<file path="src/common/vga_pkg.sv">
package vga_pkg;

    // horizontal timing, 640x480 at 60 hz
    localparam int h_active = 640;
    localparam int h_front  = 16;
    localparam int h_sync   = 96;
    localparam int h_back   = 48;
    localparam int h_total  = h_active + h_front + h_sync + h_back;  // 800 clocks per line

    localparam int h_sync_start = h_active + h_front;  // first sync-low pixel
    localparam int h_sync_end   = h_sync_start + h_sync;  // first pixel of back porch

    // vertical timing, in lines
    localparam int v_active = 480;
    localparam int v_front  = 10;
    localparam int v_sync   = 2;
    localparam int v_back   = 33;
    localparam int v_total  = v_active + v_front + v_sync + v_back;  // 525 lines per frame

    localparam int v_sync_start = v_active + v_front;
    localparam int v_sync_end   = v_sync_start + v_sync;

    // tile grid and palette
    localparam int tile_px     = 16;  // tile edge in pixels
    localparam int tile_shift  = $clog2(tile_px);  // pixel to tile coordinate
    localparam int tiles_x     = 40;
    localparam int tiles_y     = 30;
    localparam int tile_count  = tiles_x * tiles_y;  // 1200 entries
    localparam int pal_entries = 16;

    // host controller states
    localparam logic [1:0] ctrl_idle  = 2'd0;
    localparam logic [1:0] ctrl_write = 2'd1;  // strobe cycle
    localparam logic [1:0] ctrl_ack   = 2'd2;  // ack held until req drops

    // one pixel clock of the raster
    typedef struct packed {
        logic [9:0] x;
        logic [9:0] y;
        logic       active;
        logic       hsync_n;  // active low
        logic       vsync_n;  // active low
    } beam_t;

    typedef struct packed {
        logic [3:0] r;
        logic [3:0] g;
        logic [3:0] b;
    } rgb_t;

    // payload when the command writes a tile
    typedef struct packed {
        logic [1:0] unused;
        logic [4:0] tile_y;
        logic [5:0] tile_x;
        logic [3:0] color_idx;
    } tile_cmd_t;

    // payload when the command writes a palette entry
    typedef struct packed {
        logic [3:0] pal_idx;
        rgb_t       color;
        logic       unused;
    } pal_cmd_t;

    // same 17 bits, two decodings picked by is_palette
    typedef union packed {
        tile_cmd_t tile;
        pal_cmd_t  pal;
    } cmd_payload_u;

    typedef struct packed {
        logic         is_palette;
        cmd_payload_u payload;
    } host_cmd_t;

    typedef struct packed {
        logic        en;    // single-cycle strobe
        logic [10:0] addr;  // tile_y * 40 + tile_x
        logic [3:0]  idx;
    } tile_wr_t;

    typedef struct packed {
        logic       en;
        logic [3:0] idx;
        rgb_t       color;
    } pal_wr_t;

    typedef struct packed {
        logic hsync_n;
        logic vsync_n;
        rgb_t rgb;
    } vga_out_t;

endpackage

</file>
<file path="src/design/palette_lut.sv">
`timescale 1ns/1ps

// 16 entry colour lookup, index to 12 bit rgb
module palette_lut import vga_pkg::*; (
    input  logic       clk_25mhz,
    input  logic       rst,
    input  pal_wr_t    pal_wr,
    input  logic [3:0] rd_idx,
    output rgb_t       rd_color
);

    rgb_t pal [pal_entries];  // colour registers

    // entries start black after reset
    always_ff @(posedge clk_25mhz) begin
        if (rst) begin
            for (int i = 0; i < pal_entries; i++) begin
                pal[i] <= '0;
            end
        end else if (pal_wr.en) begin
            pal[pal_wr.idx] <= pal_wr.color;  // host update
        end
    end

    // registered read, feeds the output stage of the pixel pipe
    always_ff @(posedge clk_25mhz) begin
        rd_color <= pal[rd_idx];
    end

endmodule

</file>
<file path="config.mk">
export PLATFORM = sky130hd
export DESIGN_NAME = palette_lut
export DESIGN_NICKNAME = d
export VERILOG_FILES = /design/src/common/vga_pkg.sv /design/src/design/palette_lut.sv
export SDC_FILE = /design/constraint.sdc
export NUM_CORES = 1
export LEC_CHECK = 0
export BUFFER_PORTS_ARGS = -buffer_cell sky130_fd_sc_hd__buf_4
export CAP_MARGIN = 20
export CORE_MARGIN = 3
export CORE_UTILIZATION = 42
export DETAILED_ROUTE_END_ITERATION = 10
export GPL_TIMING_DRIVEN = 1
export PLACE_DENSITY = 0.62
export SYNTH_ARGS = -nofsm -noshare
export SYNTH_HDL_FRONTEND = slang
export SYNTH_SLANG_ARGS = --single-unit
</file>
<file path="constraint.sdc">
create_clock -name clk_25mhz -period 2.3 [get_ports clk_25mhz]
set_input_delay 0.46 -clock clk_25mhz [delete_from_list [all_inputs] [get_ports clk_25mhz]]
set_output_delay 0.46 -clock clk_25mhz [all_outputs]
set_load 0.02 [all_outputs]
</file>
==> impl_metrics.json <==
{
  "status": "finished clean",
  "nets": 630,
  "synth-simple-area-share_pct": 16.7,
  "clock-sinks": 204,
  "final_common_cell": "and2_1",
  "num_vias": 4812,
  "end_kind": "register",
  "grt_start_max_net_pins": 23,
  "arrival_ns": 1.83,
  "netlist_top_cells_area": "edfxtp_1, and2_1, mux4_2",
  "synth_top_cell_area_share_pct": 64.4,
  "wl_per_cell_um": 23.5,
  "clkTransAtPathRegs_ns": 0.06,
  "rsz0062_at_grt": "false",
  "multi_input_area_um2": 2760,
  "drc_errors": 0,
  "max_slew_margin_pct": 30.6,
  "yosysTopAreaCell": "edfxtp_1",
  "synth-xor-area-share_pct": 0,
  "cts_tree": "done",
  "finalNonFillerCells": 892,
  "worst_pin_slew_ns": 1.04,
  "setup_tns_ns": 0,
  "synth-adder-area-share_pct": 0,
  "finalClockSkew_ns": 0.00392,
  "worst_r2r_endpoint": "rd_color[10]$_DFF_P_",
  "regToRegSetupSlack_ns": 0.80,
  "drt_wl_total_um": 21000,
  "insertion_delay_ns": 0.50,
  "clk_path_buf_depth": 3,
  "min_path_type": "in -> reg",
  "synth_cell_types": 18,
  "p_leak_nw": 3.67,
  "fmax_mhz": 604,
  "syn-num-nets": 590,
  "area_delta_synth_final_pct": 15.2,
  "finalHoldViolations": 0,
  "synth_compound_area_share_pct": 2.01,
  "synth_top_family_by_area": "simple AND/OR/NAND/NOR gates",
  "drt_iter0_drc": 394,
  "cts_resized": 0,
  "avgSynthCellArea_um2": 15.8,
  "die_w_um": 152,
  "final_cell_mix": "and2_1, edfxtp_1, buf_4, mux4_2, a22oi_1",
  "placed_cells": 853,
  "max_cap_violations": 0,
  "finalCriticalPeriod_ns": 1.66,
  "die_y_um": 152,
  "worstHoldStart": "pal_wr[2]",
  "htreeDepth": 1,
  "finalCritPeriodShare_pct": 72.0,
  "antenna_found_initial": 0,
  "grt_pass1_vias": 5124,
  "ir_drop_mv": 0.476,
  "grt_overflow": 0,
  "final_layout_size_suffix_gt1_share_pct": 24.8,
  "startpoint": "rst",
  "yosysWarnings": 0,
  "ys_seq_elements": 204,
  "syn-instance-count": 567,
  "holdBufCountCts": 0,
  "whs_ns": 0.394,
  "vias_per_cell": 5.39,
  "io_pins": 35,
  "cp-start-kind": "input port",
  "rr_startpoint": "pal[15][10]$_SDFFCE_PN0P_",
  "die-area_um2": 23100,
  "diodes": 0,
  "floorplan.initialDensity_pct": 43.5,
  "utilization_pct": 50.1,
  "first_pass_iters": 4,
  "fill_cells": 1767,
  "cts_made_buffers": 22,
  "core_area_um2": 20600,
  "register_area_um2": 6010,
  "yosysSeqAreaShare_pct": 67.1,
  "critPathKind": "in -> reg",
  "synth_area_um2": 8950,
  "port_buffers": 34,
  "post_cts_buffers": 0,
  "gr-usage-all-layers_pct": 18.1,
  "synthMuxAreaShare_pct": 12.1,
  "cts_root_buf": "clkbuf_16",
  "power_density_nw_per_um2": 815,
  "cp.required_ns": 2.47,
  "finalSetupViolations": 0,
  "grt_pass1_wl_um": 31600,
  "r2r_cells": 3,
  "rows": 52,
  "drt.antenna.violating_nets": 0,
  "endpoint": "pal[0][10]$_SDFFCE_PN0P_",
  "crit_fanout": 20,
  "drv_slew": 0,
  "hpwl_um": 13600,
  "gp_congestion": 0.785
}
-- critical path: stages --
cell and delay, ns:
buf_4 0.17, or4b_1 0.61, nor3_2 0.21, or2_2 0.36
-- how the worst min path moves through the flow --
stage	to	slack, ns	depth (start not counted)
final	pal[0][2]$_SDFFCE_PN0P_	0.39	2
after global routing	pal[3][3]$_SDFFCE_PN0P_	0.41	2
after CTS	pal[12][5]$_SDFFCE_PN0P_	0.39	2
after detailed placement	rd_color[9]$_DFF_P_	0.69	3
after global placement	rd_color[8]$_DFF_P_	0.68	3
after floorplan	rd_color[0]$_DFF_P_	0.63	3
-- flip-flops by register name, indices dropped and copies added (netlist names) --
signal    count
pal         192
rd_color     12
-- kinds of logic after synthesis --
group,count (synthesis)
compound gates,24
flops,204
simple gates,247
buf+inv,44
mux,48
-- metal layers --
layer	track usage (%)	vias up	share of wire [%]
met5	0	-	0
met4	6.38	0	3.3
met3	2.28	39	7.2
met2	31.0	146	50
met1	24.1	2468	40
li1	-	2159	-
-- stage by stage --
step	total power, mW	area [um^2]	setup slack (ns)
detailed placement	5.10	9610	0.121
CTS	8.47	10300	0.651
finish	8.40	10300	0.644
floorplan	4.78	8950	0.506
global route	8.66	10300	0.579
global placement	5.08	9610	0.166
-- layout make-up --
class / count / share of cell area, %
clock buffers: 36 / 6.64
repair buffers: 60 / 4.98
flip-flops and latches: 204 / 58.3
multi-input cells: 319 / 26.7
well taps: 270 / 3.28
clock inverters: 3 / 0.109
-- Yosys cell counts, drive strengths merged --
master,instances
and2,193
edfxtp,192
mux4,48
clkbuf,33
a22oi,24
or2,16
nand2,13
nor2,13
dfxtp,12
buf,11
nor3,4
nand2b,2
nand4bb,2
nor2b,2
nand4b,1
or4b,1
-- power breakdown --
part | internal [mW] | total (mW) | switching (mW)
combinational | 0.282 | 0.666 | 0.384
sequential | 4.29 | 4.35 | 0.0634
clock | 2.02 | 3.38 | 1.37
Power figures use the tool's default switching activity.
