`config.mk`:
```
export PLATFORM = sky130hd
export DESIGN_NAME = vga_timing
export DESIGN_NICKNAME = d
export VERILOG_FILES = /design/src/common/vga_pkg.sv /design/src/timing/vga_timing.sv
export SDC_FILE = /design/constraint.sdc
export NUM_CORES = 1
export LEC_CHECK = 0
export ABC_AREA = 1
export BUFFER_PORTS_ARGS = -buffer_cell sky130_fd_sc_hd__buf_2
export CAP_MARGIN = 40
export CORE_MARGIN = 5
export CORE_UTILIZATION = 50
export CTS_CLUSTER_SIZE = 28
export DETAILED_ROUTE_END_ITERATION = 7
export PLACE_DENSITY_LB_ADDON = 0.1
export SYNTH_ARGS = -nofsm -noshare
export SYNTH_HDL_FRONTEND = slang
export SYNTH_SLANG_ARGS = --single-unit
```
`constraint.sdc`:
```
create_clock -name clk_25mhz -period 3.35 [get_ports clk_25mhz]
set_clock_uncertainty 0.1 [all_clocks]
set_input_delay 0.1675 -clock clk_25mhz [delete_from_list [all_inputs] [get_ports clk_25mhz]]
set_output_delay 0.1675 -clock clk_25mhz [all_outputs]
set_load 0.05 [all_outputs]
```
`src/common/vga_pkg.sv`:
```
package vga_pkg;

    // horizontal timing, 640x480 at 60 hz
    localparam int h_active = 640;
    localparam int h_front  = 16;
    localparam int h_sync   = 96;
    localparam int h_back   = 48;
    localparam int h_total  = h_active + h_front + h_sync + h_back;  // 800 clocks per line

    localparam int h_sync_start = h_active + h_front;  // first sync-low pixel
    localparam int h_sync_end   = h_sync_start + h_sync;  // first pixel of back porch

    // vertical timing, in lines
    localparam int v_active = 480;
    localparam int v_front  = 10;
    localparam int v_sync   = 2;
    localparam int v_back   = 33;
    localparam int v_total  = v_active + v_front + v_sync + v_back;  // 525 lines per frame

    localparam int v_sync_start = v_active + v_front;
    localparam int v_sync_end   = v_sync_start + v_sync;

    // tile grid and palette
    localparam int tile_px     = 16;  // tile edge in pixels
    localparam int tile_shift  = $clog2(tile_px);  // pixel to tile coordinate
    localparam int tiles_x     = 40;
    localparam int tiles_y     = 30;
    localparam int tile_count  = tiles_x * tiles_y;  // 1200 entries
    localparam int pal_entries = 16;

    // host controller states
    localparam logic [1:0] ctrl_idle  = 2'd0;
    localparam logic [1:0] ctrl_write = 2'd1;  // strobe cycle
    localparam logic [1:0] ctrl_ack   = 2'd2;  // ack held until req drops

    // one pixel clock of the raster
    typedef struct packed {
        logic [9:0] x;
        logic [9:0] y;
        logic       active;
        logic       hsync_n;  // active low
        logic       vsync_n;  // active low
    } beam_t;

    typedef struct packed {
        logic [3:0] r;
        logic [3:0] g;
        logic [3:0] b;
    } rgb_t;

    // payload when the command writes a tile
    typedef struct packed {
        logic [1:0] unused;
        logic [4:0] tile_y;
        logic [5:0] tile_x;
        logic [3:0] color_idx;
    } tile_cmd_t;

    // payload when the command writes a palette entry
    typedef struct packed {
        logic [3:0] pal_idx;
        rgb_t       color;
        logic       unused;
    } pal_cmd_t;

    // same 17 bits, two decodings picked by is_palette
    typedef union packed {
        tile_cmd_t tile;
        pal_cmd_t  pal;
    } cmd_payload_u;

    typedef struct packed {
        logic         is_palette;
        cmd_payload_u payload;
    } host_cmd_t;

    typedef struct packed {
        logic        en;    // single-cycle strobe
        logic [10:0] addr;  // tile_y * 40 + tile_x
        logic [3:0]  idx;
    } tile_wr_t;

    typedef struct packed {
        logic       en;
        logic [3:0] idx;
        rgb_t       color;
    } pal_wr_t;

    typedef struct packed {
        logic hsync_n;
        logic vsync_n;
        rgb_t rgb;
    } vga_out_t;

endpackage

```
`src/timing/vga_timing.sv`:
```
`timescale 1ns/1ps

// raster generator for the fixed 640x480 mode
module vga_timing import vga_pkg::*; (
    input  logic  clk_25mhz,
    input  logic  rst,
    output beam_t beam
);

    logic [9:0] x_cnt;  // pixel within line
    logic [9:0] y_cnt;  // line within frame
    logic       x_last;

    assign x_last = (x_cnt == 10'(h_total - 1));  // last clock of the line

    // horizontal counter, wraps at 799
    always_ff @(posedge clk_25mhz) begin
        if (rst) begin
            x_cnt <= '0;
        end else if (x_last) begin
            x_cnt <= '0;
        end else begin
            x_cnt <= x_cnt + 10'd1;
        end
    end

    // vertical counter steps once per line
    always_ff @(posedge clk_25mhz) begin
        if (rst) begin
            y_cnt <= '0;
        end else if (x_last) begin
            if (y_cnt == 10'(v_total - 1)) begin
                y_cnt <= '0;  // new frame
            end else begin
                y_cnt <= y_cnt + 10'd1;
            end
        end
    end

    // beam lags the counters by one clock
    always_ff @(posedge clk_25mhz) begin
        if (rst) begin
            beam.x       <= '0;
            beam.y       <= '0;
            beam.active  <= 1'b0;
            beam.hsync_n <= 1'b1;  // idle high
            beam.vsync_n <= 1'b1;
        end else begin
            beam.x <= x_cnt;
            beam.y <= y_cnt;
            // visible region is the top left 640x480
            beam.active <= (x_cnt < 10'(h_active)) && (y_cnt < 10'(v_active));
            // sync low between front and back porch
            beam.hsync_n <= !((x_cnt >= 10'(h_sync_start)) && (x_cnt < 10'(h_sync_end)));
            beam.vsync_n <= !((y_cnt >= 10'(v_sync_start)) && (y_cnt < 10'(v_sync_end)));
        end
    end

endmodule

```
==> results.json, run 1 <==
{
  "status": "completed",
  "power.total_uw": 817,
  "critical-path-max-stage-delay_ps": 430,
  "post_cts_buffers": 0,
  "crit_top_cell": "nand2_4",
  "initial_core_util_pct": 52.5,
  "hold_path.class": "in -> reg",
  "fin_area_sq_um": 2000,
  "drt_wl_total_um": 3250,
  "hold_buffers": 0,
  "synthMuxAreaShare_pct": 0,
  "drt_iter0_drc": 145,
  "p_leak_uw": 0.000892,
  "post-route-util_pct": 58.7,
  "clock_path_buffers": 2,
  "wl_per_cell_um": 11.0,
  "tns_ps": 0,
  "grt_overflow": 0,
  "hold_violations": 0,
  "path_clk_slew_ps": 140,
  "synth_seq_area_share_pct": 48.0,
  "ioPinCount": 25,
  "clockRootBuffer": "clkbuf_4",
  "finalNetCount": 255,
  "critPathTopFamily": "simple AND/OR/NAND/NOR gates",
  "synth_area_per_cell_sq_um": 8.11,
  "dieArea_sq_um": 4880,
  "critical-path-slowest-cell": "dfxtp_1",
  "period_needed_ps": 1610,
  "dr.pass1.iters": 4,
  "cp_max_fo": 11,
  "n_antenna_cell": 0,
  "synth_top_family_by_area": "simple AND/OR/NAND/NOR gates",
  "core_region_area_sq_um": 3420,
  "slew_viol_final": 0,
  "track_usage_pct": 14.6,
  "ys_seq_elements": 43,
  "path_cells": "ha_1 > nand2_2 > nor2_4 > nand3_4 > nand2_4 > nand2_4 > inv_2 > nor2_1",
  "viasPerCell": 4.65,
  "worstSetupStartpointType": "flip-flop",
  "synthSimpleGateAreaFrac_pct": 34.1,
  "ant_nets": 0,
  "synth_cell_types": 27,
  "critical_path_class": "reg -> reg",
  "synth.largest_area_cell": "dfxtp_1",
  "placed_area_sq_um": 1940,
  "max_freq_mhz": 619,
  "rsz0062_at_grt": "no",
  "antenna_found_initial": 0,
  "peakVddDrop_mv": 0.249,
  "wl_met2_um": 1550,
  "synth_compound_area_share_pct": 5.65,
  "drc": 0,
  "synth_top_area_share_pct": 48.0,
  "cts_num_sinks": 43,
  "numCtsBuffers": 5,
  "wl_met1_um": 1480,
  "synth_xor_area_share_pct": 0.977,
  "io_buffers": 24,
  "cts_resized": 0,
  "wl_met3_um": 160,
  "syn-num-nets": 227,
  "cts_tree": "built",
  "ys.warnings.count": 0,
  "clk-insertion-delay-late_ps": 350,
  "fill_cells": 327,
  "min_period_over_period_pct": 48.2,
  "ys_top_cells_by_area": "dfxtp_1 48%, nor2_1 8.8%, nand2_1 8.2%",
  "num_rows": 21,
  "grt_max_degree": 25,
  "end_kind": "flip-flop",
  "critPathBufInv": 1,
  "synthCells": 221,
  "setup_viol": 0,
  "die_y_um": 69.9,
  "hpwl_um": 2510,
  "die_w_um": 69.9,
  "tightest_slew_ps": 432,
  "synth_area_sq_um": 1790,
  "gp_congestion": 0.786,
  "htree_levels": 2,
  "grt_pass1_vias": 1214,
  "cap_violations": 0,
  "worstPathArrival_ps": 1780,
  "syn_to_final_growth_pct": 11.8,
  "grt_pass1_wl_um": 5670,
  "slew_headroom_pct": 71.2,
  "synthAdderAreaFrac_pct": 2.79,
  "top_layer": "met4",
  "vias": 1376,
  "drive_gt1_share_pct": 24.8,
  "powerDensity_nw_per_um2": 407,
  "required_ps": 3520
}
-- layout by cell type, fill, tap and decap left out --
master / instances
nand3_4: 1
inv_6: 1
nor3_1: 1
nor3_2: 2
nand2_2: 3
nand3_2: 3
clkinv_1: 1
dfxtp_1: 43
nand2_1: 39
clkinvlp_4: 2
nor2_1: 42
nor2_2: 6
nand3b_1: 1
o21ai_0: 4
nor4_1: 2
clkbuf_4: 5
nand2_4: 2
inv_1: 29
nor2_4: 3
nand4_1: 6
o2111ai_1: 1
nor2_8: 1
buf_2: 24
ha_1: 4
nand3_1: 9
a21oi_1: 4
inv_2: 3
xor2_1: 2
a21oi_2: 6
-- final cells by class --
| type | instances | area, sq um | area share [%] |
|---|---|---|---|
| clock buffer | 5 | 37.5 | 1.87 |
| clock inverter | 3 | 23.8 | 1.19 |
| inverter | 33 | 124 | 6.18 |
| multi-input combinational | 142 | 781 | 39.0 |
| sequential | 43 | 861 | 42.9 |
| tap | 46 | 57.6 | 2.87 |
| timing repair buffer | 24 | 120 | 5.99 |
-- cells by family (layout without fill, tap and decap cells) --
| group | Yosys count | in the layout |
|---|---|---|
| AND/OR/NAND/NOR | 121 | 121 |
| flip-flops | 43 | 43 |
| buffers and inverters | 36 | 65 |
| AO/OA/AOI/OAI | 15 | 15 |
| adder cells (fa/ha/maj) | 4 | 4 |
| XOR/XNOR | 2 | 2 |
-- metal layers --
layer,up-vias,track usage (%)
met2,23,23.7
met1,600,17.8
met5,-,0
li1,746,-
met4,0,6.38
met3,7,4.45
-- final timing paths --
path	start	to	slack, ps	cells after the start
max	x_cnt[0]	y_cnt[1]	1740	8
min	rst	beam[8]	110	2
max reg2reg	x_cnt[0]	y_cnt[1]	1740	8
min reg2reg	x_cnt[1]	beam[14]	400	2
-- report_power, final --
part | total, uW | switching (uW) | internal (uW)
Combinational | 33.1 | 25.4 | 7.72
Sequential | 521 | 4.01 | 517
Clock | 263 | 178 | 84.2
-- sequential cells by signal (all words and copies together), names as in the netlist --
| register | cells |
|---|---|
| beam | 23 |
| x_cnt | 10 |
| y_cnt | 10 |
-- cells in the mapped netlist, drive strengths merged --
cell     number
a21oi        10
buf           1
clkbuf        2
clkinv        1
dfxtp        43
ha            4
inv          32
nand2        44
nand3        13
nand3b        1
nand4         6
nor2         52
nor3          3
nor4          2
o2111ai       1
o21ai         4
xor2          2
-- worst reg2reg max path, stage by stage (launching register included) --
cell	delay, ps
dfxtp_1	430
ha_1	210
nand2_2	80
nor2_4	160
nand3_4	130
nand2_4	210
nand2_4	110
inv_2	70
nor2_1	40
-- through the flow --
stage          worst slack [ps]  cells  hold slack [ps]
6_report                   1740    296              114
5_1_grt                    1600    296              126
4_1_cts                    1720    296             98.7
3_5_place_dp               1720    288              375
3_3_place_gp               1770    288              368
2_1_floorplan              1970    221              145
Note: power is estimated with default switching activity, not from simulation.
==> inputs of run 2 (changes only) <==
clock period = 1.4 ns   (was 3.35 ns; I/O delays follow)
==> run 2 against run 1 <==
  * Wire length is 9.8% higher
  * Largest cell class unchanged
  * Critical path depth stayed put
  * Worst setup slack worse by 1700 ps
  * Combinational power grew to 3.2 times the previous value
  * Power grew to 2.7 times the previous value
  * Highest routed layer unchanged
  * Sequential power is 140% higher
==> results.json, run 2 (synthesis gave the netlist of run 1 again) <==
{
  "grt_pass1_vias": 1411,
  "p_leak_uw": 0.00101,
  "cts_tree": "built",
  "tns_ps": 0,
  "io_buffers": 24,
  "reg2reg_setup_slack_ps": 50,
  "critical-path-slowest-cell": "dfxtp_2",
  "period_needed_ps": 1350,
  "drc": 0,
  "peakVddDrop_mv": 0.507,
  "ioPinCount": 25,
  "grt_max_degree": 14,
  "vias": 1472,
  "tightest_slew_ps": 250,
  "hold_start": "x_cnt[6]",
  "initial_core_util_pct": 52.5,
  "critical_path_class": "reg -> reg",
  "power.total_uw": 2170,
  "grt_overflow": 0,
  "dr.pass1.iters": 4,
  "numCtsBuffers": 5,
  "placedCellCount": 302,
  "status": "completed",
  "seq_power_share_pct": 57.5,
  "min_period_over_period_pct": 96.4,
  "hold_violations": 0,
  "track_usage_pct": 15.8,
  "rr_startpoint": "x_cnt[0]",
  "post-route-util_pct": 65.2,
  "ant_nets": 0,
  "required_ps": 1550,
  "rsz0062_at_grt": "yes",
  "cp_max_fo": 6,
  "slew_headroom_pct": 83.3,
  "p_sw_share_pct": 21.8,
  "end_kind": "flip-flop",
  "finalNetCount": 272,
  "drt_iter0_drc": 115,
  "worstPathArrival_ps": 1500,
  "pwr-share-comb_pct": 4.9,
  "crit_top_cell": "nand2_4",
  "drt_wl_total_um": 3570,
  "final_cell_mix": "39 x nor2_1, 38 x dfxtp_1, 37 x nand2_1",
  "n_antenna_cell": 0,
  "hold_path.class": "reg -> reg",
  "num_rows": 21,
  "holdPathStages": 2,
  "clkPwrFrac_pct": 37.6,
  "antenna_found_initial": 0,
  "die_y_um": 69.9,
  "viasPerCell": 4.70,
  "final_cells": 313,
  "clockRootBuffer": "clkbuf_4",
  "core_region_area_sq_um": 3420,
  "hpwl_um": 2620,
  "holdWs_ps": 382,
  "reg_top3": "beam: 23 flops, x_cnt: 10 flops, y_cnt: 10 flops",
  "cts_num_sinks": 43,
  "clk-insertion-delay-late_ps": 350,
  "grt_pass1_wl_um": 6220,
  "path_clk_slew_ps": 130,
  "path_cells": "ha_4 > nand2_4 > nor2_4 > nand3_4 > nand2_4 > nand2_4 > inv_2 > nor2_1",
  "syn_to_final_growth_pct": 24.1,
  "worstSetupStartpointType": "flip-flop",
  "power.internal_uw": 1700,
  "dieArea_sq_um": 4880,
  "powerDensity_nw_per_um2": 974,
  "r2r_cells": 8,
  "cap_violations": 0,
  "power_switching_uw": 472,
  "die_w_um": 69.9,
  "clock_path_buffers": 2,
  "drive_gt1_share_pct": 34.1,
  "final_common_cell": "nor2_1",
  "max_freq_mhz": 741,
  "htree_levels": 2,
  "slew_viol_final": 0,
  "top_register": "beam",
  "largest_register_ffs": 23,
  "gp_congestion": 0.885,
  "crit_path_start": "x_cnt[0]",
  "wl_per_cell_um": 11.4,
  "setup_viol": 0,
  "critical-path-max-stage-delay_ps": 370
}
run 2: final cells by class:
type                            count  area (sq um)
Fill cell                         288          1190
Sequential cell                    43           870
Multi-Input combinational cell    142           823
Timing Repair Buffer               41           263
Inverter                           33           126
Tap cell                           46          57.6
Clock buffer                        6          51.3
Clock inverter                      2          35.0
run 2: path summary, 6_finish.rpt:
| check | endpoint |
|---|---|
| hold / removal | beam[19] |
| hold reg to reg | beam[19] |
| setup / recovery | y_cnt[1] |
| setup reg to reg | y_cnt[1] |
run 2: layer usage:
layer  up-vias  track usage [%]  share of wire, %
li1        784                -                 -
met1       652             18.5                46
met2        28             27.2                48
met3         8             4.45               4.5
met4         0             6.38               1.7
met5         -                0                 0
run 2: stage by stage:
step	setup WS [ps]	instance area [sq um]
after global placement	7.51	2060
final	49.7	2230
after CTS	7.48	2180
after global routing	-31.9	2230
after detailed placement	1.56	2060
after floorplan	15.8	1790
run 2: critical path, delay by kind of cell, from the launching register on:
| family | cells | cell delay (ps) |
|---|---|---|
| and+or+nand+nor | 6 | 560 |
| DFF | 1 | 370 |
| adders and majority gates | 1 | 150 |
| buffers and inverters | 1 | 70 |
run 2: power by group through the flow:
stage	registers [uW]	logic (uW)	clock network [uW]
floorplan	1290	49.8	0
global placement	1270	101	0
detailed placement	1270	102	0
CTS	1250	106	831
global route	1250	118	895
finish	1250	107	815
run 2: what timing repair did:
item | in CTS | in global routing
hold buffers | 1 | 0
gates resized for setup | 7 | 14
pin swaps | 4 | 8
endpoints found under the setup margin | 7 | 17
endpoints found under the hold margin | 11 | 0
setup buffers | 0 | 2
==> inputs of run 3 (changes only) <==
CTS_BUF_LIST = sky130_fd_sc_hd__clkbuf_4   (was unset)
==> run 3 against run 2 <==
  * Register-to-register slack is essentially flat
  * Utilization shrank 0.33 points
  * Die area is the same
  * Hold slack gained 4.7 ps
  * Critical path depth is the same
==> results.json, run 3 (synthesis gave the netlist of run 1 again) <==
{
  "status": "completed",
  "p_sw_share_pct": 22.5,
  "worstSetupStartpointType": "flip-flop",
  "pre_cts_slack_ps": 1.56,
  "drt_wl_total_um": 3490,
  "setup_slack_ps": 50.5,
  "wl_per_cell_um": 11.2,
  "track_usage_pct": 15.8,
  "grt_pass1_vias": 1420,
  "finalNetCount": 271,
  "dr.pass1.iters": 4,
  "drt_iter0_drc": 93,
  "end_kind": "flip-flop",
  "fin_area_sq_um": 2210,
  "worstPathArrival_ps": 1510,
  "grt_max_degree": 14,
  "clk-insertion-delay-late_ps": 350,
  "hold_path.class": "reg -> reg",
  "grt_overflow": 0,
  "antenna_found_initial": 0,
  "critical_path_class": "reg -> reg",
  "die_y_um": 69.9,
  "io_buffers": 24,
  "slew_headroom_pct": 83.2,
  "setup_viol": 0,
  "hpwl_um": 2620,
  "drive_gt1_share_pct": 33.1,
  "min_period_over_period_pct": 96.4,
  "num_rows": 21,
  "rsz0062_at_grt": "yes",
  "seq_power_share_pct": 58.7,
  "slew_viol_final": 0,
  "largest_register_ffs": 23,
  "grt_pass1_wl_um": 6210,
  "viasPerCell": 4.68,
  "vias": 1460,
  "clockRootBuffer": "clkbuf_4",
  "holdWs_ps": 386,
  "die_w_um": 69.9,
  "required_ps": 1560,
  "final_cell_mix": "39 x nor2_1, 39 x dfxtp_1, 37 x nand2_1",
  "numCtsBuffers": 5,
  "gp_congestion": 0.885,
  "cp_max_fo": 6,
  "core_region_area_sq_um": 3420,
  "htree_levels": 2,
  "path_clk_slew_ps": 130,
  "reg_top3": "beam: 23 flops, x_cnt: 10 flops, y_cnt: 10 flops",
  "drc": 0,
  "initial_core_util_pct": 52.5,
  "pwr-share-comb_pct": 5.3,
  "n_antenna_cell": 0,
  "cap_violations": 0,
  "placed_area_sq_um": 2060,
  "tightest_slew_ps": 252,
  "clkPwrFrac_pct": 36.0,
  "ant_nets": 0,
  "cts_tree": "built",
  "cts_num_sinks": 43,
  "powerDensity_nw_per_um2": 958,
  "dieArea_sq_um": 4880,
  "period_needed_ps": 1350,
  "peakVddDrop_mv": 0.797,
  "hold_violations": 0,
  "syn_to_final_growth_pct": 23.5,
  "power.internal_uw": 1640,
  "max_freq_mhz": 741,
  "top_register": "beam",
  "clock_path_buffers": 2,
  "power_switching_uw": 478,
  "ioPinCount": 25,
  "p_leak_uw": 0.00100
}
-- run 3: final timing paths --
check	slack, ps	to	start	cells after the start
worst max register to register	50	y_cnt[1]	x_cnt[0]	8
worst min register to register	390	beam[19]	x_cnt[6]	2
worst min-delay path	390	beam[19]	x_cnt[6]	2
worst max-delay path	50	y_cnt[1]	x_cnt[0]	8
-- run 3: per-stage QoR --
stage / power, uW / cells / setup TNS, ps / util (%)
6_report: 2120 / 312 / 0 / 64.8
2_1_floorplan: 1340 / 221 / 0 / -
5_1_grt: 2210 / 312 / -255 / 64.8
3_5_place_dp: 1370 / 302 / 0 / 60.3
3_3_place_gp: 1370 / 302 / 0 / 60.3
4_1_cts: 2120 / 311 / 0 / 63.4
-- run 3: cell type report --
class,count,area [sq um]
clock buffers,5,37.5
clock inverters,3,38.8
fillers,289,1200
inverters,33,124
multi-input cells,142,833
flip-flops and latches,43,868
well taps,46,57.6
repair buffers,40,255
-- run 3: power by group through the flow --
stage          registers [uW]  clock network [uW]  logic [uW]
3_5_place_dp             1270                   0         102
5_1_grt                  1250                 841         124
3_3_place_gp             1270                   0         101
6_report                 1250                 763         113
4_1_cts                  1250                 774         105
2_1_floorplan            1290                   0        49.8
-- run 3: repair_timing --
item	CTS	global route
hold endpoints to repair	11	0
pin swaps	4	7
hold buffers	1	0
endpoints found under the setup margin	4	17
setup buffers	0	1
cloned	0	0
resized for setup	6	15
-- run 3: per-layer routing --
metal	global-route usage [%]	share of wire, %
met4	8.30	2.2
met3	3.59	4.7
met5	0	0
met1	18.5	45
met2	26.8	48
-- run 3: critical path: stages (launching register included) --
cell     delay (ps)
dfxtp_2         370
ha_4            150
nand2_4          50
nor2_4          130
nand3_4         130
nand2_4         130
nand2_4          80
inv_2            70
nor2_1           40
