## src/common/vga_pkg.sv

```systemverilog
package vga_pkg;

    // horizontal timing, 640x480 at 60 hz
    localparam int h_active = 640;
    localparam int h_front  = 16;
    localparam int h_sync   = 96;
    localparam int h_back   = 48;
    localparam int h_total  = h_active + h_front + h_sync + h_back;  // 800 clocks per line

    localparam int h_sync_start = h_active + h_front;  // first sync-low pixel
    localparam int h_sync_end   = h_sync_start + h_sync;  // first pixel of back porch

    // vertical timing, in lines
    localparam int v_active = 480;
    localparam int v_front  = 10;
    localparam int v_sync   = 2;
    localparam int v_back   = 33;
    localparam int v_total  = v_active + v_front + v_sync + v_back;  // 525 lines per frame

    localparam int v_sync_start = v_active + v_front;
    localparam int v_sync_end   = v_sync_start + v_sync;

    // tile grid and palette
    localparam int tile_px     = 16;  // tile edge in pixels
    localparam int tile_shift  = $clog2(tile_px);  // pixel to tile coordinate
    localparam int tiles_x     = 40;
    localparam int tiles_y     = 30;
    localparam int tile_count  = tiles_x * tiles_y;  // 1200 entries
    localparam int pal_entries = 16;

    // host controller states
    localparam logic [1:0] ctrl_idle  = 2'd0;
    localparam logic [1:0] ctrl_write = 2'd1;  // strobe cycle
    localparam logic [1:0] ctrl_ack   = 2'd2;  // ack held until req drops

    // one pixel clock of the raster
    typedef struct packed {
        logic [9:0] x;
        logic [9:0] y;
        logic       active;
        logic       hsync_n;  // active low
        logic       vsync_n;  // active low
    } beam_t;

    typedef struct packed {
        logic [3:0] r;
        logic [3:0] g;
        logic [3:0] b;
    } rgb_t;

    // payload when the command writes a tile
    typedef struct packed {
        logic [1:0] unused;
        logic [4:0] tile_y;
        logic [5:0] tile_x;
        logic [3:0] color_idx;
    } tile_cmd_t;

    // payload when the command writes a palette entry
    typedef struct packed {
        logic [3:0] pal_idx;
        rgb_t       color;
        logic       unused;
    } pal_cmd_t;

    // same 17 bits, two decodings picked by is_palette
    typedef union packed {
        tile_cmd_t tile;
        pal_cmd_t  pal;
    } cmd_payload_u;

    typedef struct packed {
        logic         is_palette;
        cmd_payload_u payload;
    } host_cmd_t;

    typedef struct packed {
        logic        en;    // single-cycle strobe
        logic [10:0] addr;  // tile_y * 40 + tile_x
        logic [3:0]  idx;
    } tile_wr_t;

    typedef struct packed {
        logic       en;
        logic [3:0] idx;
        rgb_t       color;
    } pal_wr_t;

    typedef struct packed {
        logic hsync_n;
        logic vsync_n;
        rgb_t rgb;
    } vga_out_t;

endpackage

```

## src/design/pixel_pipe.sv

```systemverilog
`timescale 1ns/1ps

// beam to pixel: tile read, palette read, output register
module pixel_pipe import vga_pkg::*; (
    input  logic        clk_25mhz,
    input  logic        rst,
    input  beam_t       beam,
    output logic [10:0] rd_addr,   // to tile_ram
    input  logic [3:0]  rd_idx,    // from tile_ram
    output logic [3:0]  pal_idx,   // to palette_lut
    input  rgb_t        rd_color,  // from palette_lut
    output vga_out_t    vga
);

    logic [5:0]  tile_col;  // x / 16, up to 49 in blanking
    logic [5:0]  tile_row;  // y / 16, up to 32 in blanking
    logic [10:0] lin_addr;
    logic [1:0]  hs_d;      // sync and active follow the two memory reads
    logic [1:0]  vs_d;
    logic [1:0]  act_d;

    assign tile_col = 6'(beam.x >> tile_shift);
    assign tile_row = 6'(beam.y >> tile_shift);
    assign lin_addr = 11'(tile_row) * 11'(tiles_x) + 11'(tile_col);

    // park the read on entry 0 in blanking so it never leaves the array
    assign rd_addr = beam.active ? lin_addr : '0;

    // tile index goes straight into the palette read
    assign pal_idx = rd_idx;

    // stages 1 and 2, matching the tile and palette read latency
    always_ff @(posedge clk_25mhz) begin
        if (rst) begin
            hs_d  <= 2'b11;
            vs_d  <= 2'b11;
            act_d <= 2'b00;
        end else begin
            hs_d  <= {hs_d[0], beam.hsync_n};
            vs_d  <= {vs_d[0], beam.vsync_n};
            act_d <= {act_d[0], beam.active};
        end
    end

    // stage 3, output register with blanking
    always_ff @(posedge clk_25mhz) begin
        if (rst) begin
            vga.hsync_n <= 1'b1;
            vga.vsync_n <= 1'b1;
            vga.rgb     <= '0;
        end else begin
            vga.hsync_n <= hs_d[1];
            vga.vsync_n <= vs_d[1];
            if (act_d[1]) begin
                vga.rgb <= rd_color;
            end else begin
                vga.rgb <= '0;  // rgb must be black in porches and sync
            end
        end
    end

endmodule

```

## config.mk

```make
export PLATFORM = sky130hd
export DESIGN_NAME = pixel_pipe
export DESIGN_NICKNAME = d
export VERILOG_FILES = /design/src/common/vga_pkg.sv /design/src/design/pixel_pipe.sv
export SDC_FILE = /design/constraint.sdc
export NUM_CORES = 1
export LEC_CHECK = 0
export ABC_AREA = 1
export BUFFER_PORTS_ARGS = -buffer_cell sky130_fd_sc_hd__clkbuf_2
export CORE_ASPECT_RATIO = 1.25
export CORE_MARGIN = 5
export CORE_UTILIZATION = 44
export DETAILED_ROUTE_END_ITERATION = 7
export HOLD_SLACK_MARGIN = 0.15
export PLACE_DENSITY_LB_ADDON = 0.12
export SLEW_MARGIN = 20
export SYNTH_ARGS = -nofsm -noshare
export SYNTH_HDL_FRONTEND = slang
export SYNTH_SLANG_ARGS = --single-unit
```

## constraint.sdc

```tcl
create_clock -name clk_25mhz -period 4.9 [get_ports clk_25mhz]
set_input_delay 0.735 -clock clk_25mhz [delete_from_list [all_inputs] [get_ports clk_25mhz]]
set_output_delay 0.735 -clock clk_25mhz [all_outputs]
set_load 0.03 [all_outputs]
```

==> flow_summary.json, run 1 <==
{
  "max-clock-path-buffers": 2,
  "gp_routability_congestion": 0.771,
  "io_pins": 70,
  "worst_skew_pair.late_latency_ns": 0.29,
  "post-route-util_pct": 58.4,
  "filler_cell_count": 251,
  "timing.final.crit_share_pct": 69.8,
  "timing.final.setup_violations": 0,
  "insertedDiodeCount": 0,
  "ys_top_cells_by_count": "inv_1 (32), nand2_1 (22), dfxtp_1 (20), nor2_1 (19), ha_1 (11)",
  "synth_top_flop_cell": "dfxtp_1",
  "area_used_by_multi_input_combinational_logic_sq_um": 497,
  "rsz0062_at_grt": "false",
  "achievable-frequency_mhz": 293,
  "cts-hold-fix-buffers": 0,
  "fp.dieH_um": 65.1,
  "vias": 981,
  "synthesis_warnings": 0,
  "cts_tree": "done",
  "critPathCaptureType": "primary output",
  "slew_headroom_pct": 75.8,
  "worst_ep_arrival_time_ns": 2.68,
  "area_taken_by_flip_flops_and_latches_sq_um": 400,
  "gr-usage-all-layers_pct": 12.7,
  "grt_max_degree": 13,
  "reg2reg_from": "act_d[1]",
  "place_area_sq_um": 1340,
  "clock-root-buffer": "clkbuf_4",
  "wl_per_cell_um": 8.96,
  "floorplan.core_area_sq_um": 2380,
  "post_synth.cell_area_avg_sq_um": 7.42,
  "timing_worst_slew_pin_value_ns": 0.361,
  "critPathMaxFanout": 3,
  "ff2ff_path_depth": 2,
  "power.density_nw_per_um2": 293,
  "cts_num_sinks": 20,
  "reg_to_reg_endpoint": "vga[1]",
  "numPortBuffers": 53,
  "tritoncts.num_buffers": 3,
  "mappedNetlistNets": 198,
  "ys_ff_latch": 20,
  "finalWorstPathRequiredPeriod_ns": 3.42,
  "timing.max_cap.violations": 0,
  "ant_nets_after_route": 0,
  "count_of_flip_flops_with_a_built_in_enable_after_synthesis": 0,
  "netlist_top_cells_area": "dfxtp_1 (37%), ha_1 (13%), inv_1 (11%), nand2_1 (7.7%), nor2_1 (6.7%)",
  "netlist-cell-type-count": 17,
  "final.setup.tns_ns": 0,
  "detail_route.first_pass.iterations": 2,
  "post_cts_buffers": 0,
  "status": "complete, no violations",
  "crit_path_max_incr_delay_ns": 0.45,
  "worst_setup_hold_path_clk_slew_ns": 0.11,
  "post_synth_inst_count": 144,
  "synth.largest_area_cell": "dfxtp_1",
  "critical-path-slowest-cell": "fa_1",
  "grt_antenna_before_repair": 0,
  "setup.worst_path.start_class": "input port",
  "clock-skew-final_ns": 0.00739,
  "min_delay_worst_endpoint": "act_d[1]",
  "timing.setup.critical_path_class": "input port to primary output",
  "post-route-drc-count": 0,
  "cell_by_cell_listing_of_the_critical_path": "clkbuf_2, ha_1, ha_1, inv_1, fa_1, nor2_2, nand3_1, nor2_1, a21oi_1, nor2_1, clkbuf_2",
  "overflow": 0,
  "count_of_routing_violations_after_the_opening_detailed_route_iteration": 2,
  "vdd.ir_drop.worst_v": 0.000176,
  "portion_of_synthesized_cell_area_occupied_by_the_leading_cell_type_pct": 37.5,
  "finalHoldViolations": 0,
  "syn_to_final_growth_pct": 29.9,
  "floorplan.initialDensity_pct": 44.9,
  "cp_data_required_time_ns": 4.16,
  "die_area_sq_um": 3520,
  "grt_pass1_vias": 965,
  "min_path_cells": 2,
  "setup.reg_to_reg.worst_slack_ns": 4.11,
  "fp-row-count": 20,
  "layout.cell_area.non_filler_sq_um": 1390,
  "wirelength_um": 2040,
  "avgViaCountPerCell": 4.30,
  "ctsResizeCount": 0,
  "synth_area_sq_um": 1070,
  "most_common_cell_in_the_netlist": "inv_1",
  "final_max_slew_viol_count": 0,
  "hpwlAfterDp_um": 1800,
  "final_layout_size_suffix_gt1_share_pct": 35.9,
  "asyncSetResetFlopFracSynth_pct": 0,
  "seq_area_frac_synth_pct": 37.5,
  "design.final.nets": 250,
  "grt_first_pass_wirelength_um": 3370,
  "clock_tree.htree_level_count": 1,
  "p_leak_nw": 0.852,
  "min_path_type": "flop to flop",
  "die_width_um": 54.1,
  "hp-start": "act_d[0]"
}
==> worst max-delay path by stage <==
stage / startpoint / end / slack [ns] / cells after the start
3_3_place_gp: beam[8] / rd_addr[10] / 1.50 / 11
2_1_floorplan: beam[8] / rd_addr[10] / 1.60 / 9
6_report: beam[8] / rd_addr[10] / 1.48 / 11
4_1_cts: beam[8] / rd_addr[10] / 1.46 / 11
5_1_grt: beam[8] / rd_addr[10] / 1.38 / 11
3_5_place_dp: beam[8] / rd_addr[10] / 1.46 / 11
==> cells in the final DEF, fill, tap and decap left out, types with 2 or more instances in the layout <==
cell / count
nand3_1: 7
a21oi_1: 7
nand2_1: 22
nor2_1: 19
or2_2: 6
clkbuf_2: 53
o21ai_1: 3
dfxtp_1: 20
nor2_2: 3
inv_2: 3
fa_1: 2
clkbuf_4: 3
inv_1: 32
ha_1: 11
==> registers in the layout (all words and copies together), names as in the netlist <==
signal,count
act_d,2
hs_d,2
vga,14
vs_d,2
==> routing by layer <==
layer  GRT usage, %  wire (um)  vias up
met5              0          0        -
met4           6.54         30        0
met3           1.81        166        2
met2           25.5       1050       39
met1           11.2        800      418
li1               -          -      522
==> power by group <==
part / switching (mW) / leakage, nW / internal (mW)
registers: 0.000906 / 0.163 / 0.167
clock network: 0.0454 / 0.0279 / 0.0826
logic: 0.0700 / 0.661 / 0.0403
total: 0.116 / 0.852 / 0.290
==> cell families after synthesis <==
logic type | count (synthesis) | synth area share (%)
AND/OR/NAND/NOR | 59 | 24.4
XOR/XNOR | 1 | 0.820
adder cells (fa/ha/maj) | 13 | 16.6
AO/OA/AOI/OAI | 10 | 4.68
flip-flops | 20 | 37.5
buffers and inverters | 41 | 16.0
==> final cells by class <==
class                      instances  area share (%)
sequential                        20            28.9
tap                               33            2.98
timing repair buffer              53            19.1
multi-input combinational         83            35.8
clock inverter                     1            2.16
clock buffer                       3            1.62
inverter                          35            9.47
==> worst max-delay path, delay by kind of cell <==
kind | cells | cell delay [ns]
compound gates | 1 | 0.08
fa+ha+maj | 3 | 0.97
buf+inv | 3 | 0.38
simple gates | 4 | 0.52
==> metrics by stage <==
stage	worst slack [ns]	total power, mW	hold slack [ns]	cells
detailed placement	1.46	0.283	0.394	224
CTS	1.46	0.413	0.417	228
floorplan	1.60	0.256	0.388	144
finish	1.48	0.406	0.414	228
global placement	1.50	0.280	0.392	224
global route	1.38	0.436	0.443	228
Power figures use the tool's default switching activity.
==> run 2, diff against run 1 <==
CORE_UTILIZATION = 41   (was 44)
clock period = 3.3 ns   (was 4.9 ns; I/O delays follow)
==> run 2 against run 1 <==
  * Via count down 0.71%
  * Largest cell class unchanged
  * Cell area unchanged
  * Largest power group unchanged
  * Total power increased by 49%
  * Critical path type unchanged
  * Final cell count stayed put
  * First-iteration DRC count grew to 4.0 times the previous value
  * Combinational power is 51% higher
  * Count of clock-buffer cells in the layout stayed put
  * Clock skew grew 0.0016 ns
  * Core utilization decreased by 2.4 points
==> flow_summary.json, run 2 (synthesis gave the netlist of run 1 again) <==
{
  "status": "complete, no violations",
  "clock-root-buffer": "clkbuf_4",
  "slew_headroom_pct": 76.1,
  "cp_data_required_time_ns": 2.80,
  "floorplan.core_area_sq_um": 2480,
  "p_leak_nw": 0.852,
  "achievable-frequency_mhz": 340,
  "vias": 974,
  "timing.setup.critical_path_class": "input port to primary output",
  "post-route-util_pct": 56.0,
  "detail_route.first_pass.iterations": 3,
  "io_pins": 70,
  "worst_ep_arrival_time_ns": 2.45,
  "fp.dieH_um": 67.1,
  "final_max_slew_viol_count": 0,
  "dp_cells": 224,
  "grt_max_degree": 13,
  "rsz0062_at_grt": "false",
  "die_area_sq_um": 3730,
  "power.density_nw_per_um2": 435,
  "vdd.ir_drop.worst_v": 0.000292,
  "clock-skew-final_ns": 0.00900,
  "final_layout_size_suffix_gt1_share_pct": 35.9,
  "cts-hold-fix-buffers": 0,
  "post-route-drc-count": 0,
  "gr-usage-all-layers_pct": 12.3,
  "filler_cell_count": 249,
  "timing.final.setup_violations": 0,
  "hold_ws_ns": 0.379,
  "design.final.nets": 250,
  "wirelength_um": 2080,
  "grt_antenna_before_repair": 0,
  "most_crowded_layer_gr": "met2",
  "max-clock-path-buffers": 2,
  "ant_nets_after_route": 0,
  "wl_per_cell_um": 9.10,
  "die_width_um": 55.7,
  "avgViaCountPerCell": 4.27,
  "met3_global_route_usage_pct": 4.26,
  "critPathCaptureType": "primary output",
  "final.setup.tns_ns": 0,
  "post_cts_buffers": 0,
  "crit_path_max_incr_delay_ns": 0.45,
  "worst_setup_hold_path_clk_slew_ns": 0.11,
  "total_power_mw": 0.603,
  "gp_routability_congestion": 0.786,
  "layout.cells.non_filler": 228,
  "hpwlAfterDp_um": 1860,
  "min_path_type": "input port to flop",
  "timing.max_cap.violations": 0,
  "leading_cell_types_in_the_layout_fill_and_taps_excluded": "clkbuf_2 (53), inv_1 (32), nand2_1 (22)",
  "timing_worst_slew_pin_value_ns": 0.357,
  "syn_to_final_growth_pct": 29.9,
  "clock_tree.htree_level_count": 1,
  "worst_skew_pair.late_latency_ns": 0.29,
  "timing.final.crit_share_pct": 89.1,
  "max_flop_register": "vga",
  "finalHoldViolations": 0,
  "met2_usage_pct": 23.7,
  "ctsResizeCount": 0,
  "floorplan.initialDensity_pct": 43.1,
  "critPathMaxFanout": 3,
  "count_of_routing_violations_after_the_opening_detailed_route_iteration": 8,
  "insertedDiodeCount": 0,
  "cts_num_sinks": 20,
  "setup.worst_path.start_class": "input port",
  "fp-row-count": 20,
  "final_common_cell": "clkbuf_2",
  "numPortBuffers": 53,
  "finalWorstPathRequiredPeriod_ns": 2.94,
  "globalRouteMet1Util_pct": 11.9,
  "overflow": 0,
  "critical-path-slowest-cell": "fa_1",
  "grt_first_pass_wirelength_um": 3710,
  "tritoncts.num_buffers": 3,
  "cts_tree": "done",
  "largest_register_ff_count": 14,
  "cell_by_cell_listing_of_the_critical_path": "clkbuf_2, ha_1, ha_1, inv_1, fa_1, nor2_2, nand3_1, nor2_1, a21oi_1, nor2_1, clkbuf_2",
  "grt_pass1_vias": 959
}
==> run 2: cell counts in the layout (fill, tap and decap cells not counted) <==
Identical to the previous run, type by type.
==> run 2: final cells by class <==
class                   instances  area [sq um]  area share [%]
clock inverters                 1          30.0            2.16
inverters                      35           131            9.47
clock buffers                   3          22.5            1.62
repair buffers                 53           265            19.1
flip-flops and latches         20           400            28.9
well taps                      33          41.3            2.98
multi-input cells              83           497            35.8
==> run 2: report_power, final <==
part	switching (mW)	internal, mW	leakage, nW	total, mW
registers	0.00128	0.248	0.163	0.249
logic	0.106	0.0601	0.661	0.166
clock network	0.0657	0.123	0.0279	0.188
==> run 2: worst max-delay path, delay by kind of cell <==
kind	cells	cell delay, ns
AOI/OAI and AO/OA	1	0.08
adders and majority gates	3	0.97
buffers and inverters	3	0.39
and+or+nand+nor	4	0.50
==> run 2: metrics by stage <==
step | worst slack, ns | instance area [sq um]
2_1_floorplan | 0.475 | 1070
3_5_place_dp | 0.339 | 1340
5_1_grt | 0.176 | 1390
6_report | 0.359 | 1390
3_3_place_gp | 0.385 | 1340
4_1_cts | 0.334 | 1390
==> run 2: final timing paths <==
check,from,end,slack [ns],cells past startpoint
setup / recovery,beam[8],rd_addr[10],0.36,11
hold / removal,beam[0],vs_d[0],0.38,2
setup reg to reg,act_d[1],vga[4],2.51,2
hold reg to reg,act_d[0],act_d[1],0.41,2
==> run 2: metal layers <==
metal	wire length [um]	part of all wire, %
met5	0	0
met2	1010	49
met3	203	9.8
met1	851	41
met4	10	0.48
==> run 3, diff against run 2 <==
CORE_UTILIZATION = 40   (was 41)
==> run 3 against run 2 <==
  * Register-to-register slack about the same
  * Cell area about the same
  * Clock skew increased by 0.0016 ns
  * Clock power up 3%
  * Global-route usage down 0.24 points
  * Core utilization is 3.2 points lower
  * Total power is 0.67% higher
  * Largest cell class unchanged
==> flow_summary.json, run 3 (synthesis gave the netlist of run 1 again) <==
{
  "status": "complete, no violations",
  "achievable-frequency_mhz": 338,
  "cp_data_required_time_ns": 2.80,
  "hp-start": "beam[1]",
  "timing.critical_path.from": "beam[8]",
  "cts_num_sinks": 20,
  "cellInternalPower_mw": 0.430,
  "overflow": 0,
  "final_layout_size_suffix_gt1_share_pct": 35.9,
  "die_area_sq_um": 3810,
  "p_switching_mw": 0.177,
  "die_width_um": 56.2,
  "critPathMaxFanout": 3,
  "numPortBuffers": 53,
  "vdd.ir_drop.worst_v": 0.000221,
  "gr-usage-all-layers_pct": 12.0,
  "worst_setup_hold_path_clk_slew_ns": 0.11,
  "max-clock-path-buffers": 2,
  "floorplan.core_area_sq_um": 2630,
  "vias": 971,
  "timing.final.setup_violations": 0,
  "ctsResizeCount": 0,
  "design.final.nets": 250,
  "detail_route.first_pass.iterations": 2,
  "fp.dieH_um": 67.8,
  "clockPowerShare_pct": 31.9,
  "power.density_nw_per_um2": 437,
  "setup.reg_to_reg.worst_slack_ns": 2.51,
  "finalHoldViolations": 0,
  "post-route-util_pct": 52.9,
  "worst_ep_arrival_time_ns": 2.46,
  "timing.setup.critical_path_class": "input port to primary output",
  "final_max_slew_viol_count": 0,
  "final_common_cell": "clkbuf_2",
  "critical_path_sink": "rd_addr[10]",
  "cts_tree": "done",
  "timing_worst_slew_pin_value_ns": 0.345,
  "grt_max_degree": 13,
  "insertedDiodeCount": 0,
  "swShare_pct": 29.1,
  "floorplan.initialDensity_pct": 40.7,
  "io_pins": 70,
  "avgViaCountPerCell": 4.24,
  "critPathCaptureType": "primary output",
  "grt_first_pass_wirelength_um": 3600,
  "leading_cell_types_in_the_layout_fill_and_taps_excluded": "clkbuf_2 (53), inv_1 (32), nand2_1 (22)",
  "max_flop_register": "vga",
  "count_of_routing_violations_after_the_opening_detailed_route_iteration": 10,
  "ff2ff_path_depth": 2,
  "reg2reg_from": "act_d[1]",
  "rsz0062_at_grt": "false",
  "p_leak_nw": 0.852,
  "min_path_type": "input port to flop",
  "grt_pass1_vias": 912,
  "cts-hold-fix-buffers": 0,
  "grt_antenna_before_repair": 0,
  "gp_routability_congestion": 0.717,
  "clock_tree.htree_level_count": 1,
  "clock-skew-final_ns": 0.0106,
  "final.setup.tns_ns": 0,
  "fp-row-count": 21,
  "wirelength_um": 2040,
  "reg_to_reg_endpoint": "vga[2]",
  "setup.worst_path.start_class": "input port",
  "tritoncts.num_buffers": 3,
  "post_cts_buffers": 0,
  "post-route-drc-count": 0,
  "syn_to_final_growth_pct": 30.0,
  "worst_skew_pair.late_latency_ns": 0.30,
  "clock-root-buffer": "clkbuf_4",
  "finalWorstPathRequiredPeriod_ns": 2.96,
  "timing.max_cap.violations": 0,
  "wl_per_cell_um": 8.90,
  "slew_headroom_pct": 76.9,
  "largest_register_ff_count": 14,
  "comb_power_share_pct": 27.1,
  "seq_power_share_pct": 41.0,
  "timing.final.crit_share_pct": 89.6,
  "hpwlAfterDp_um": 1800,
  "ant_nets_after_route": 0
}
run 3: cell counts in the layout (fill, tap and decap cells not counted):
Identical to the previous run, type by type.
run 3: how the worst min path moves through the flow:
stage | to | slack, ns | cells past startpoint
floorplan | act_d[1] | 0.39 | 2
detailed placement | vga[12] | 0.40 | 1
global route | vs_d[0] | 0.35 | 2
CTS | hs_d[0] | 0.36 | 2
global placement | hs_d[1] | 0.39 | 1
finish | hs_d[0] | 0.37 | 2
run 3: critical path, stage by stage:
cell	delay (ns)
clkbuf_2	0.11
ha_1	0.30
ha_1	0.23
inv_1	0.07
fa_1	0.44
nor2_2	0.14
nand3_1	0.13
nor2_1	0.16
a21oi_1	0.08
nor2_1	0.10
clkbuf_2	0.20
run 3: power groups by stage:
stage,combinational (mW),sequential [mW],clock [mW]
after floorplan,0.120,0.261,0
after global placement,0.162,0.254,0
after detailed placement,0.166,0.255,0
after CTS,0.167,0.249,0.199
after global routing,0.187,0.250,0.212
final,0.165,0.249,0.194
run 3: layout make-up:
cell class | count | area [sq um]
clock buffers | 3 | 22.5
flip-flops and latches | 20 | 400
inverters | 35 | 131
repair buffers | 53 | 265
well taps | 34 | 42.5
fillers | 283 | 1240
multi-input cells | 83 | 497
clock inverters | 1 | 30.0
run 3: per-layer routing:
metal | global-route usage (%) | vias to the layer above | routed length [um]
li1 | - | 525 | -
met1 | 11.6 | 400 | 766
met2 | 21.5 | 40 | 976
met3 | 4.59 | 6 | 235
met4 | 8.01 | 0 | 58
met5 | 0 | - | 0
run 3: metrics by stage:
stage / hold WS (ns) / cells / worst slack (ns) / power (mW) / area (sq um)
5_1_grt: 0.349 / 229 / 0.219 / 0.648 / 1390
4_1_cts: 0.361 / 229 / 0.333 / 0.615 / 1390
3_3_place_gp: 0.392 / 225 / 0.382 / 0.417 / 1340
3_5_place_dp: 0.399 / 225 / 0.335 / 0.421 / 1340
6_report: 0.365 / 229 / 0.343 / 0.607 / 1390
2_1_floorplan: 0.388 / 144 / 0.475 / 0.381 / 1070
